--- config.mk ---
export PLATFORM = sky130hd
export DESIGN_NAME = board_test_top
export DESIGN_NICKNAME = d
export VERILOG_FILES = /design/src/common/board_pkg.sv /design/src/common/eth_pkg.sv /design/src/verilog/test_regs.sv /design/src/frame_gen/interval_timer.sv /design/src/frame_gen/eth_crc32.sv /design/src/frame_gen/frame_fsm.sv /design/src/verilog/gmii_to_rgmii_tx.sv /design/src/verilog/board_test_top.sv
export SDC_FILE = /design/constraint.sdc
export NUM_CORES = 1
export LEC_CHECK = 0
export BUFFER_PORTS_ARGS = -buffer_cell sky130_fd_sc_hd__buf_2
export CORE_UTILIZATION = 25
export CTS_CLUSTER_SIZE = 14
export DETAILED_ROUTE_END_ITERATION = 8
export PLACE_DENSITY_LB_ADDON = 0.1
export SYNTH_ARGS = -nofsm -noshare
export SYNTH_HDL_FRONTEND = slang
export SYNTH_HIERARCHICAL = 1
export SYNTH_SLANG_ARGS = --single-unit
--- constraint.sdc ---
create_clock -name tx_clk -period 5.6 [get_ports tx_clk]
set_input_delay 0.84 -clock tx_clk [delete_from_list [all_inputs] [get_ports tx_clk]]
set_output_delay 0.84 -clock tx_clk [all_outputs]
set_load 0.02 [all_outputs]
--- src/common/board_pkg.sv ---
// ==================================================
// Board test register map and host bus widths
// Control word decoded raw by the bus, by field in hardware
// ==================================================
`default_nettype none

package board_pkg;

	// Wishbone word address and data widths
	localparam int WB_ADDR_W = 4;
	localparam int WB_DATA_W = 32;

	// Register word addresses
	localparam logic [WB_ADDR_W-1:0] REG_CTRL      = 4'd0;
	localparam logic [WB_ADDR_W-1:0] REG_PERIOD    = 4'd1;
	localparam logic [WB_ADDR_W-1:0] REG_SRC_LO    = 4'd2;
	localparam logic [WB_ADDR_W-1:0] REG_FRAME_CNT = 4'd3;
	localparam logic [WB_ADDR_W-1:0] REG_ID        = 4'd4;

	// Identification word, read only
	localparam logic [WB_DATA_W-1:0] BOARD_ID = 32'h4254_0001;

	// Reset values of the configuration registers
	localparam logic [WB_DATA_W-1:0] PERIOD_RESET = 32'd1023;
	localparam logic [7:0]           SRC_LO_RESET = 8'h01;

	// Control word as seen by the frame generator and board pins
	// payload_len of 0 and anything below 46 pads to 46 bytes
	typedef struct packed {
		logic [4:0] reserved;
		logic       vcxo_off;
		logic       pmod_oe;
		logic       gen_enable;
		logic [7:0] leds;
		logic [7:0] payload_seed;
		logic [7:0] payload_len;
	} ctrl_fields_t;

	// Raw bus view and decoded field view of the same word
	typedef union packed {
		logic [WB_DATA_W-1:0] raw;
		ctrl_fields_t         fields;
	} ctrl_reg_t;

endpackage

`default_nettype wire

--- src/common/eth_pkg.sv ---
// ==================================================
// Ethernet test frame constants and field lengths
// ==================================================
`default_nettype none

package eth_pkg;

	// Preamble and start of frame delimiter
	localparam logic [7:0] PREAMBLE_BYTE = 8'h55;
	localparam int         PREAMBLE_LEN  = 7;
	localparam logic [7:0] SFD_BYTE      = 8'hD5;

	// Header fields, sent most significant byte first
	localparam logic [47:0] DEST_MAC   = 48'hFFFF_FFFF_FFFF;
	localparam logic [39:0] SRC_MAC_HI = 40'h02_00_5E_10_00;
	localparam logic [15:0] ETHERTYPE  = 16'h88B5;

	// Field lengths in bytes
	localparam int         MAC_LEN     = 6;
	localparam int         TYPE_LEN    = 2;
	localparam int         FCS_LEN     = 4;
	localparam logic [7:0] MIN_PAYLOAD = 8'd46;
	localparam int         IFG_LEN     = 12;

	// Reflected CRC-32, residue of the uncomplemented register
	localparam logic [31:0] CRC_INIT    = 32'hFFFF_FFFF;
	localparam logic [31:0] CRC_POLY    = 32'hEDB8_8320;
	localparam logic [31:0] CRC_RESIDUE = 32'hDEBB_20E3;

	// Frame field sequence of the generator FSM
	localparam logic [3:0] ST_IDLE     = 4'd0;
	localparam logic [3:0] ST_PREAMBLE = 4'd1;
	localparam logic [3:0] ST_SFD      = 4'd2;
	localparam logic [3:0] ST_DEST     = 4'd3;
	localparam logic [3:0] ST_SRC      = 4'd4;
	localparam logic [3:0] ST_TYPE     = 4'd5;
	localparam logic [3:0] ST_PAYLOAD  = 4'd6;
	localparam logic [3:0] ST_FCS      = 4'd7;
	localparam logic [3:0] ST_GAP      = 4'd8;

endpackage

`default_nettype wire

--- src/verilog/test_regs.sv ---
// ==================================================
// Wishbone classic register bank for board bring-up
// Drives LEDs, Pmod enable, VCXO enable and generator setup
// ==================================================
`timescale 1ns/1ps
`default_nettype none

module test_regs import board_pkg::*; (
	input  wire logic                 tx_clk,
	input  wire logic                 rst,
	input  wire logic                 wb_cyc,
	input  wire logic                 wb_stb,
	input  wire logic                 wb_we,
	input  wire logic [WB_ADDR_W-1:0] wb_adr,
	input  wire logic [WB_DATA_W-1:0] wb_dat_w,
	input  wire logic                 frame_done,
	output logic      [WB_DATA_W-1:0] wb_dat_r,
	output logic                      wb_ack,
	output ctrl_reg_t                 ctrl,
	output logic      [WB_DATA_W-1:0] period,
	output logic      [7:0]           src_lo,
	output logic      [7:0]           leds,
	output logic                      pmod_oe,
	output logic                      vcxo_en
);

	logic                 req;
	logic                 wr_en;
	logic [WB_DATA_W-1:0] frame_cnt;
	logic [WB_DATA_W-1:0] rd_mux;

	// New request only while ack is low, so each access acks once
	assign req   = wb_cyc && wb_stb && !wb_ack;
	assign wr_en = req && wb_we;

	// Single-cycle classic handshake
	always_ff @(posedge tx_clk) begin
		if (rst) begin
			wb_ack <= 1'b0;
		end else begin
			wb_ack <= req;
		end
	end

	// Writable registers, other addresses ignore writes
	always_ff @(posedge tx_clk) begin
		if (rst) begin
			ctrl.raw <= '0;
			period   <= PERIOD_RESET;
			src_lo   <= SRC_LO_RESET;
		end else if (wr_en) begin
			case (wb_adr)
				REG_CTRL:   ctrl.raw <= wb_dat_w;
				REG_PERIOD: period   <= wb_dat_w;
				REG_SRC_LO: src_lo   <= wb_dat_w[7:0];
				default: ;
			endcase
		end
	end

	// Frames sent since reset
	always_ff @(posedge tx_clk) begin
		if (rst) begin
			frame_cnt <= '0;
		end else if (frame_done) begin
			frame_cnt <= frame_cnt + 32'd1;
		end
	end

	// Read decode, unmapped words read as zero
	always_comb begin
		case (wb_adr)
			REG_CTRL:      rd_mux = ctrl.raw;
			REG_PERIOD:    rd_mux = period;
			REG_SRC_LO:    rd_mux = {24'h0, src_lo};
			REG_FRAME_CNT: rd_mux = frame_cnt;
			REG_ID:        rd_mux = BOARD_ID;
			default:       rd_mux = '0;
		endcase
	end

	// Read data captured with the ack
	always_ff @(posedge tx_clk) begin
		if (req) begin
			wb_dat_r <= rd_mux;
		end
	end

	// Board pins from the field view
	assign leds    = ctrl.fields.leds;
	assign pmod_oe = ctrl.fields.pmod_oe;
	// VCXO runs unless the host turns it off
	assign vcxo_en = ~ctrl.fields.vcxo_off;

endmodule

`default_nettype wire

--- src/frame_gen/interval_timer.sv ---
// ==================================================
// Frame interval timer, start pulse every period+1
// ==================================================
`timescale 1ns/1ps
`default_nettype none

module interval_timer (
	input  wire logic        tx_clk,
	input  wire logic        rst,
	input  wire logic        enable,
	input  wire logic [31:0] period,
	output logic             start_tick
);

	logic [31:0] count;

	// Down-counter, parked at the reload value while disabled
	always_ff @(posedge tx_clk) begin
		if (rst) begin
			count      <= '0;
			start_tick <= 1'b0;
		end else if (!enable) begin
			count      <= period;
			start_tick <= 1'b0;
		end else if (count == 32'd0) begin
			// Fire and reload in the same cycle
			count      <= period;
			start_tick <= 1'b1;
		end else begin
			count      <= count - 32'd1;
			start_tick <= 1'b0;
		end
	end

endmodule

`default_nettype wire

--- src/frame_gen/eth_crc32.sv ---
// ==================================================
// Byte-wide reflected Ethernet CRC-32
// ==================================================
`timescale 1ns/1ps
`default_nettype none

module eth_crc32 import eth_pkg::*; (
	input  wire logic        tx_clk,
	input  wire logic        rst,
	input  wire logic        crc_clear,
	input  wire logic        crc_en,
	input  wire logic [7:0]  crc_byte,
	output logic      [31:0] crc_out
);

	logic [31:0] crc;

	// Eight LSB-first shift steps of the reflected polynomial
	function automatic logic [31:0] crc_step(input logic [31:0] cur, input logic [7:0] data);
		logic [31:0] c;
		c = cur ^ {24'h0, data};
		for (int i = 0; i < 8; i++) begin
			c = c[0] ? ((c >> 1) ^ CRC_POLY) : (c >> 1);
		end
		return c;
	endfunction

	// Clear has priority over an update
	always_ff @(posedge tx_clk) begin
		if (rst || crc_clear) begin
			crc <= CRC_INIT;
		end else if (crc_en) begin
			crc <= crc_step(crc, crc_byte);
		end
	end

	// Complemented FCS, bits [7:0] are the first byte on the wire
	assign crc_out = ~crc;

endmodule

`default_nettype wire

--- src/frame_gen/frame_fsm.sv ---
// ==================================================
// Test frame FSM, sequences fields onto GMII bytes
// ==================================================
`timescale 1ns/1ps
`default_nettype none

module frame_fsm import eth_pkg::*; (
	input  wire logic       tx_clk,
	input  wire logic       rst,
	input  wire logic       start_tick,
	input  wire logic [7:0] payload_len,
	input  wire logic [7:0] payload_seed,
	input  wire logic [7:0] src_lo,
	output logic      [7:0] gmii_txd,
	output logic            gmii_tx_en,
	output logic            gmii_tx_er,
	output logic            frame_done
);

	logic [3:0]  state;
	logic [3:0]  field_next;
	logic [7:0]  idx;
	logic        field_last;
	logic [7:0]  len_q;
	logic [7:0]  seed_q;
	logic [7:0]  src_q;
	logic        crc_clear;
	logic        crc_en;
	logic [31:0] crc_out;

	// Byte pos of a field word, pos 0 is the low byte
	function automatic logic [7:0] field_byte(input logic [47:0] word, input logic [2:0] pos);
		logic [47:0] shifted;
		shifted = word >> {pos, 3'b000};
		return shifted[7:0];
	endfunction

	// Last byte of the current field
	always_comb begin
		case (state)
			ST_PREAMBLE:     field_last = (idx == 8'(PREAMBLE_LEN - 1));
			ST_DEST, ST_SRC: field_last = (idx == 8'(MAC_LEN - 1));
			ST_TYPE:         field_last = (idx == 8'(TYPE_LEN - 1));
			ST_PAYLOAD:      field_last = (idx == len_q - 8'd1);
			ST_FCS:          field_last = (idx == 8'(FCS_LEN - 1));
			ST_GAP:          field_last = (idx == 8'(IFG_LEN - 1));
			default:         field_last = 1'b1;
		endcase
	end

	// Field order on the wire
	always_comb begin
		case (state)
			ST_PREAMBLE: field_next = ST_SFD;
			ST_SFD:      field_next = ST_DEST;
			ST_DEST:     field_next = ST_SRC;
			ST_SRC:      field_next = ST_TYPE;
			ST_TYPE:     field_next = ST_PAYLOAD;
			ST_PAYLOAD:  field_next = ST_FCS;
			ST_FCS:      field_next = ST_GAP;
			default:     field_next = ST_IDLE;
		endcase
	end

	// Ticks outside idle are dropped, frames never overlap
	always_ff @(posedge tx_clk) begin
		if (rst) begin
			state <= ST_IDLE;
			idx   <= '0;
		end else if (state == ST_IDLE) begin
			idx <= '0;
			if (start_tick) begin
				state <= ST_PREAMBLE;
			end
		end else if (field_last) begin
			state <= field_next;
			idx   <= '0;
		end else begin
			idx <= idx + 8'd1;
		end
	end

	// Configuration held for the whole frame, short lengths padded
	always_ff @(posedge tx_clk) begin
		if (state == ST_IDLE && start_tick) begin
			len_q  <= (payload_len < MIN_PAYLOAD) ? MIN_PAYLOAD : payload_len;
			seed_q <= payload_seed;
			src_q  <= src_lo;
		end
	end

	// Byte on the wire for the current field and index
	always_comb begin
		case (state)
			ST_PREAMBLE: gmii_txd = PREAMBLE_BYTE;
			ST_SFD:      gmii_txd = SFD_BYTE;
			ST_DEST:     gmii_txd = field_byte(DEST_MAC, 3'(MAC_LEN - 1) - idx[2:0]);
			ST_SRC:      gmii_txd = field_byte({SRC_MAC_HI, src_q}, 3'(MAC_LEN - 1) - idx[2:0]);
			ST_TYPE:     gmii_txd = field_byte({32'h0, ETHERTYPE}, 3'(TYPE_LEN - 1) - idx[2:0]);
			ST_PAYLOAD:  gmii_txd = seed_q + idx;
			// FCS goes out least significant byte first
			ST_FCS:      gmii_txd = field_byte({16'h0, crc_out}, idx[2:0]);
			default:     gmii_txd = 8'h00;
		endcase
	end

	assign gmii_tx_en = (state != ST_IDLE) && (state != ST_GAP);
	// Generator never signals errors
	assign gmii_tx_er = 1'b0;
	assign frame_done = (state == ST_FCS) && field_last;

	// CRC covers header and payload, restarts at the SFD
	assign crc_clear = (state == ST_SFD);
	assign crc_en    = (state == ST_DEST) || (state == ST_SRC) ||
		(state == ST_TYPE) || (state == ST_PAYLOAD);

	eth_crc32 eth_crc32_i (
		.tx_clk    (tx_clk),
		.rst       (rst),
		.crc_clear (crc_clear),
		.crc_en    (crc_en),
		.crc_byte  (gmii_txd),
		.crc_out   (crc_out)
	);

endmodule

`default_nettype wire

--- src/verilog/gmii_to_rgmii_tx.sv ---
// ==================================================
// GMII byte stream to RGMII DDR transmit pins
// ==================================================
`timescale 1ns/1ps
`default_nettype none

module gmii_to_rgmii_tx (
	input  wire logic       tx_clk,
	input  wire logic       rst,
	input  wire logic [7:0] gmii_txd,
	input  wire logic       gmii_tx_en,
	input  wire logic       gmii_tx_er,
	output logic      [3:0] rgmii_txd,
	output logic            rgmii_tx_ctl,
	output logic            rgmii_tx_clk
);

	logic [7:0] txd_q;
	logic       en_q;
	logic       er_q;
	logic [3:0] hi_nib;
	logic       ctl_fall;

	// Rising-edge capture of byte and control
	always_ff @(posedge tx_clk) begin
		if (rst) begin
			en_q <= 1'b0;
			er_q <= 1'b0;
		end else begin
			en_q <= gmii_tx_en;
			er_q <= gmii_tx_er;
		end
		txd_q <= gmii_txd;
	end

	// Falling-edge half, RGMII sends en XOR er here
	always_ff @(negedge tx_clk) begin
		if (rst) begin
			ctl_fall <= 1'b0;
		end else begin
			ctl_fall <= en_q ^ er_q;
		end
		hi_nib <= txd_q[7:4];
	end

	// Output DDR mux, low nibble while the clock is high
	assign rgmii_txd    = tx_clk ? txd_q[3:0] : hi_nib;
	assign rgmii_tx_ctl = tx_clk ? en_q : ctl_fall;
	// In-phase forwarded clock
	assign rgmii_tx_clk = tx_clk;

endmodule

`default_nettype wire

--- src/verilog/board_test_top.sv ---
// ==================================================
// Board test top, registers, frame generator, RGMII
// ==================================================
`timescale 1ns/1ps
`default_nettype none

module board_test_top import board_pkg::*; (
	input  wire logic                 tx_clk,
	input  wire logic                 rst,
	input  wire logic                 wb_cyc,
	input  wire logic                 wb_stb,
	input  wire logic                 wb_we,
	input  wire logic [WB_ADDR_W-1:0] wb_adr,
	input  wire logic [WB_DATA_W-1:0] wb_dat_w,
	output logic      [WB_DATA_W-1:0] wb_dat_r,
	output logic                      wb_ack,
	output logic      [3:0]           rgmii_txd,
	output logic                      rgmii_tx_ctl,
	output logic                      rgmii_tx_clk,
	output logic      [7:0]           leds,
	output logic                      pmod_oe,
	output logic                      vcxo_en
);

	ctrl_reg_t            ctrl;
	logic [WB_DATA_W-1:0] period;
	logic [7:0]           src_lo;
	logic                 frame_done;
	logic                 start_tick;
	// Internal GMII transmit stream
	logic [7:0]           gmii_txd;
	logic                 gmii_tx_en;
	logic                 gmii_tx_er;

	// Host register bank and board pins
	test_regs test_regs_i (
		.tx_clk     (tx_clk),
		.rst        (rst),
		.wb_cyc     (wb_cyc),
		.wb_stb     (wb_stb),
		.wb_we      (wb_we),
		.wb_adr     (wb_adr),
		.wb_dat_w   (wb_dat_w),
		.frame_done (frame_done),
		.wb_dat_r   (wb_dat_r),
		.wb_ack     (wb_ack),
		.ctrl       (ctrl),
		.period     (period),
		.src_lo     (src_lo),
		.leds       (leds),
		.pmod_oe    (pmod_oe),
		.vcxo_en    (vcxo_en)
	);

	interval_timer interval_timer_i (
		.tx_clk     (tx_clk),
		.rst        (rst),
		.enable     (ctrl.fields.gen_enable),
		.period     (period),
		.start_tick (start_tick)
	);

	frame_fsm frame_fsm_i (
		.tx_clk       (tx_clk),
		.rst          (rst),
		.start_tick   (start_tick),
		.payload_len  (ctrl.fields.payload_len),
		.payload_seed (ctrl.fields.payload_seed),
		.src_lo       (src_lo),
		.gmii_txd     (gmii_txd),
		.gmii_tx_en   (gmii_tx_en),
		.gmii_tx_er   (gmii_tx_er),
		.frame_done   (frame_done)
	);

	// DDR stage to the PHY pins
	gmii_to_rgmii_tx gmii_to_rgmii_tx_i (
		.tx_clk       (tx_clk),
		.rst          (rst),
		.gmii_txd     (gmii_txd),
		.gmii_tx_en   (gmii_tx_en),
		.gmii_tx_er   (gmii_tx_er),
		.rgmii_txd    (rgmii_txd),
		.rgmii_tx_ctl (rgmii_tx_ctl),
		.rgmii_tx_clk (rgmii_tx_clk)
	);

endmodule

`default_nettype wire

# [Word level (Yosys, flattened, before mapping)]
# Index checks and enable logic that the tools add are counted.
[totals] out_inout_bits=49 wordCells=105 latchBits=0 mem_count=0 ramBits=0 mem_bits_ro=0 regBits=252
[classes] n_div=0 n_reduce_logical=23 addsub=7 n_shift=4 eq_ne=20 mul=0 order_cmp=1 muxes=20 bitwise_logic=12
[ops] operator="2-to-1 mux 32 bit" count=10
[ops] operator="case mux 32 bit (5 select lines)" count=1
[ops] operator="inverter 13 -> 14 bit" count=8
[ops] operator="case mux 8 bit (7 select lines)" count=1
[ops] operator=">> shifter 48 x 6 -> 8 bit, first input constant" count=1
[ops] operator=">> shifter 42 x 6 -> 8 bit" count=1
[ops] operator="adder 32 x 1 -> 32 bit, second input constant" count=1
[ops] operator="zero test 32 bit" count=1
[ops] operator="inverter 32 bit" count=1
[ops] operator=">> shifter 32 x 6 -> 8 bit" count=1
[ops] operator="subtractor 32 x 1 -> 32 bit, second input constant" count=1
[ops] operator="XOR 32 x 8 -> 32 bit" count=1
[ops] operator="case mux 4 bit (7 select lines)" count=1
[ops] operator="equality test 4 x 3 -> 1 bit, second input constant" count=5
[ops] operator="equality test 4 x 2 -> 1 bit, second input constant" count=4
[ops] operator="equality test 8 x 3 -> 1 bit, second input constant" count=2
[ops] operator="2-to-1 mux 4 bit" count=4
[ops] operator=">> shifter 16 x 6 -> 8 bit, first input constant" count=1
[ops] operator="adder 8 x 1 -> 8 bit, second input constant" count=1
[ops] operator="adder 8 bit" count=1
[ops] operator="equality test 4 x 1 -> 1 bit, second input constant" count=2
[ops] operator="equality test 8 x 1 -> 1 bit, second input constant" count=1
[ops] operator="equality test 8 x 2 -> 1 bit, second input constant" count=1
[ops] operator="equality test 8 x 4 -> 1 bit, second input constant" count=1
[ops] operator="20 further kinds" count=35

# [Longest topological paths before layout]
[logic_depth] depth_word=20 depth_mapped=13 depth_no_buf=12

# [By module]
# Netlist, hierarchy kept.
[by_module_without_submodules] mod="test_regs" seq_area_each_um2=3062.9 cells_per_inst=634 area_per_inst_um2=5758.0 instances=1
[by_module_without_submodules] mod="frame_fsm" seq_area_each_um2=960.9 cells_per_inst=264 area_per_inst_um2=2601.2 instances=1
[by_module_without_submodules] mod="eth_crc32" seq_area_each_um2=640.6 cells_per_inst=203 area_per_inst_um2=2079.5 instances=1
[by_module_without_submodules] mod="interval_timer" seq_area_each_um2=660.6 cells_per_inst=190 area_per_inst_um2=1714.1 instances=1
[by_module_without_submodules] mod="gmii_to_rgmii_tx" seq_area_each_um2=300.3 cells_per_inst=27 area_per_inst_um2=422.9 instances=1

==> results.toml <==
[timing]
whs_ns = 0.377
slew_viol_final = 0
fin_setup_tns_ns = 0
slew_headroom = 0.254
finClkSkew_ns = 0.0522
setup_viol = 0
hold_viol = 0
worstMarginPinSlew_ns = 1.12
rsz0062_at_grt = "false"

[die]
die_w_um = 226
rows = 81
fp.dieArea_um2 = 51200
core_um2 = 49300
initial_core_util = 0.255
io_pins = 90
dieHeight_um = 226

[global_routing]
overflow = 0
grt_pass1_vias = 9440
grt_max_degree = 74
grt_first_pass_wirelength_um = 59400
grtUsageTotal = 0.156
antenna_found_initial = 8

[synth]
avgSynthCellArea_um2 = 9.54
synth_fp_nets = 1372
synth_cells = 1317
yosysWarningCount = 6
synth_area_um2 = 12600

[power_and_ir_drop]
pwr_density_cell_nw_per_um2 = 293
p_total_mw = 4.32
vdd_drop_max_mv = 0.211
leakage_nw = 5.86

[clocking]
hold_buffers = 0
clk-insertion-delay-late_ns = 0.74
clkTransAtPathRegs_ns = 0.06
cts_tree = "built"
post-cts-setup-buffers = 0
cts-resized-gates = 0

[min_path]
hold_path.class = "input pin to flop"
min_path_cells = 2

[worst_setup_path]
crit_path_top_delay_cell = "dfxtp_1"
critical-path-top-delay-family = "flip-flops"
start_kind = "flop"
path_buf_inv = 1
slowest_delay_ns = 0.28
arrival_ns = 4.26
cp.required_ns = 4.76
cp_max_fo = 1
r2r_cells = 12
regToRegSetupSlack_ns = 1.28
worstSetupPathType = "flop to output port"
cp_cell_sequence = "mux2_4, buf_2"
cp_num_cells = 2
critPathCaptureType = "output port"

[placed_design]
finalWeightedCongestion = 0.787
dpl.hpwl_um = 27800
placed_cell_area_um2 = 13600
port_buffers = 89

[routing]
ant_nets = 0
drt-wirelength-per-cell_um = 19.1
routed_wl_um = 39400
firstDrtPassIters = 8
via_per_inst = 4.74
drtIter0Drc = 629
vias = 9775
post-route-drc-count = 0

[run]
cap_violations = 0

[final_layout]
stdcell_area_um2 = 14700
synthToLayoutAreaGrowth_pct = 17.3
fillerInstances = 5266
nets = 1423
drive_above_1_share = 0.159

[outcome]
status = "finished, final reports clean"
cell usage in the layout, fill, tap and decap left out, drive strengths merged, types with 15 or more instances in the layout:
master	count
xnor2	74
inv	75
xor2	33
buf	105
a21oi	110
nor2	74
nand3b	15
o21ai	33
a222oi	27
nand3	17
nand2	193
clkbuf	40
a211oi	19
or3	15
o31ai	16
o211ai	20
or4	27
xnor3	17
nor3	25
dfxtp	197
nor4	22
edfxtp	56
final cells by class:
| cell class | count | area [µm²] | area share |
|---|---|---|---|
| multi-input combinational | 900 | 6280 | 0.426 |
| inverter | 68 | 255 | 0.0173 |
| clock buffer | 46 | 945 | 0.0641 |
| sequential | 253 | 5630 | 0.382 |
| tap | 664 | 831 | 0.0563 |
| timing repair buffer | 99 | 538 | 0.0365 |
| clock inverter | 27 | 256 | 0.0174 |
| antenna | 4 | 10.0 | 0.000679 |
power breakdown:
group | internal [mW] | switching [mW] | total [mW]
clock | 1.38 | 0.933 | 2.31
sequential | 1.88 | 0.0106 | 1.89
combinational | 0.0375 | 0.0875 | 0.125
state kept, by name, indices dropped and copies added, names as in the netlist, 32 cells and up:
name and flops:
frame_fsm_i/eth_crc32_i/crc 32, interval_timer_i/count 32, test_regs_i/ctrl 32, test_regs_i/frame_cnt 32, test_regs_i/period 32, test_regs_i/wb_dat_r 32
metrics by stage:
step	util	setup slack, ns	instances
final	0.299	0.496	2061
after global routing	0.299	0.430	2058
after CTS	0.299	0.446	2057
after detailed placement	0.275	1.28	1991
after global placement	0.275	1.28	1991
after floorplan	-	1.39	1317
metal layers:
layer	vias up	share of wire	wire length, µm	track usage
li1	4813	-	-	-
met2	181	0.48	18700	0.254
met3	71	0.045	1770	0.0372
met1	4702	0.45	17800	0.200
met4	8	0.026	1010	0.0512
met5	-	0.0014	54	0
path summary, 6_finish.rpt:
kind,from,end
worst min-delay path,wb_dat_w[0],test_regs_i/src_lo[0]$_SDFFE_PP1P_
worst max-delay path,gmii_to_rgmii_tx_i/hi_nib[3]$_DFF_N_,rgmii_txd[3]
worst max register to register,frame_fsm_i/state[1]$_SDFFE_PP0P_,test_regs_i/frame_cnt[31]$_SDFFE_PP0P_
worst min register to register,test_regs_i/ctrl[28]$_SDFFE_PP0P_,test_regs_i/ctrl[28]$_SDFFE_PP0P_
Power figures use the tool's default switching activity.
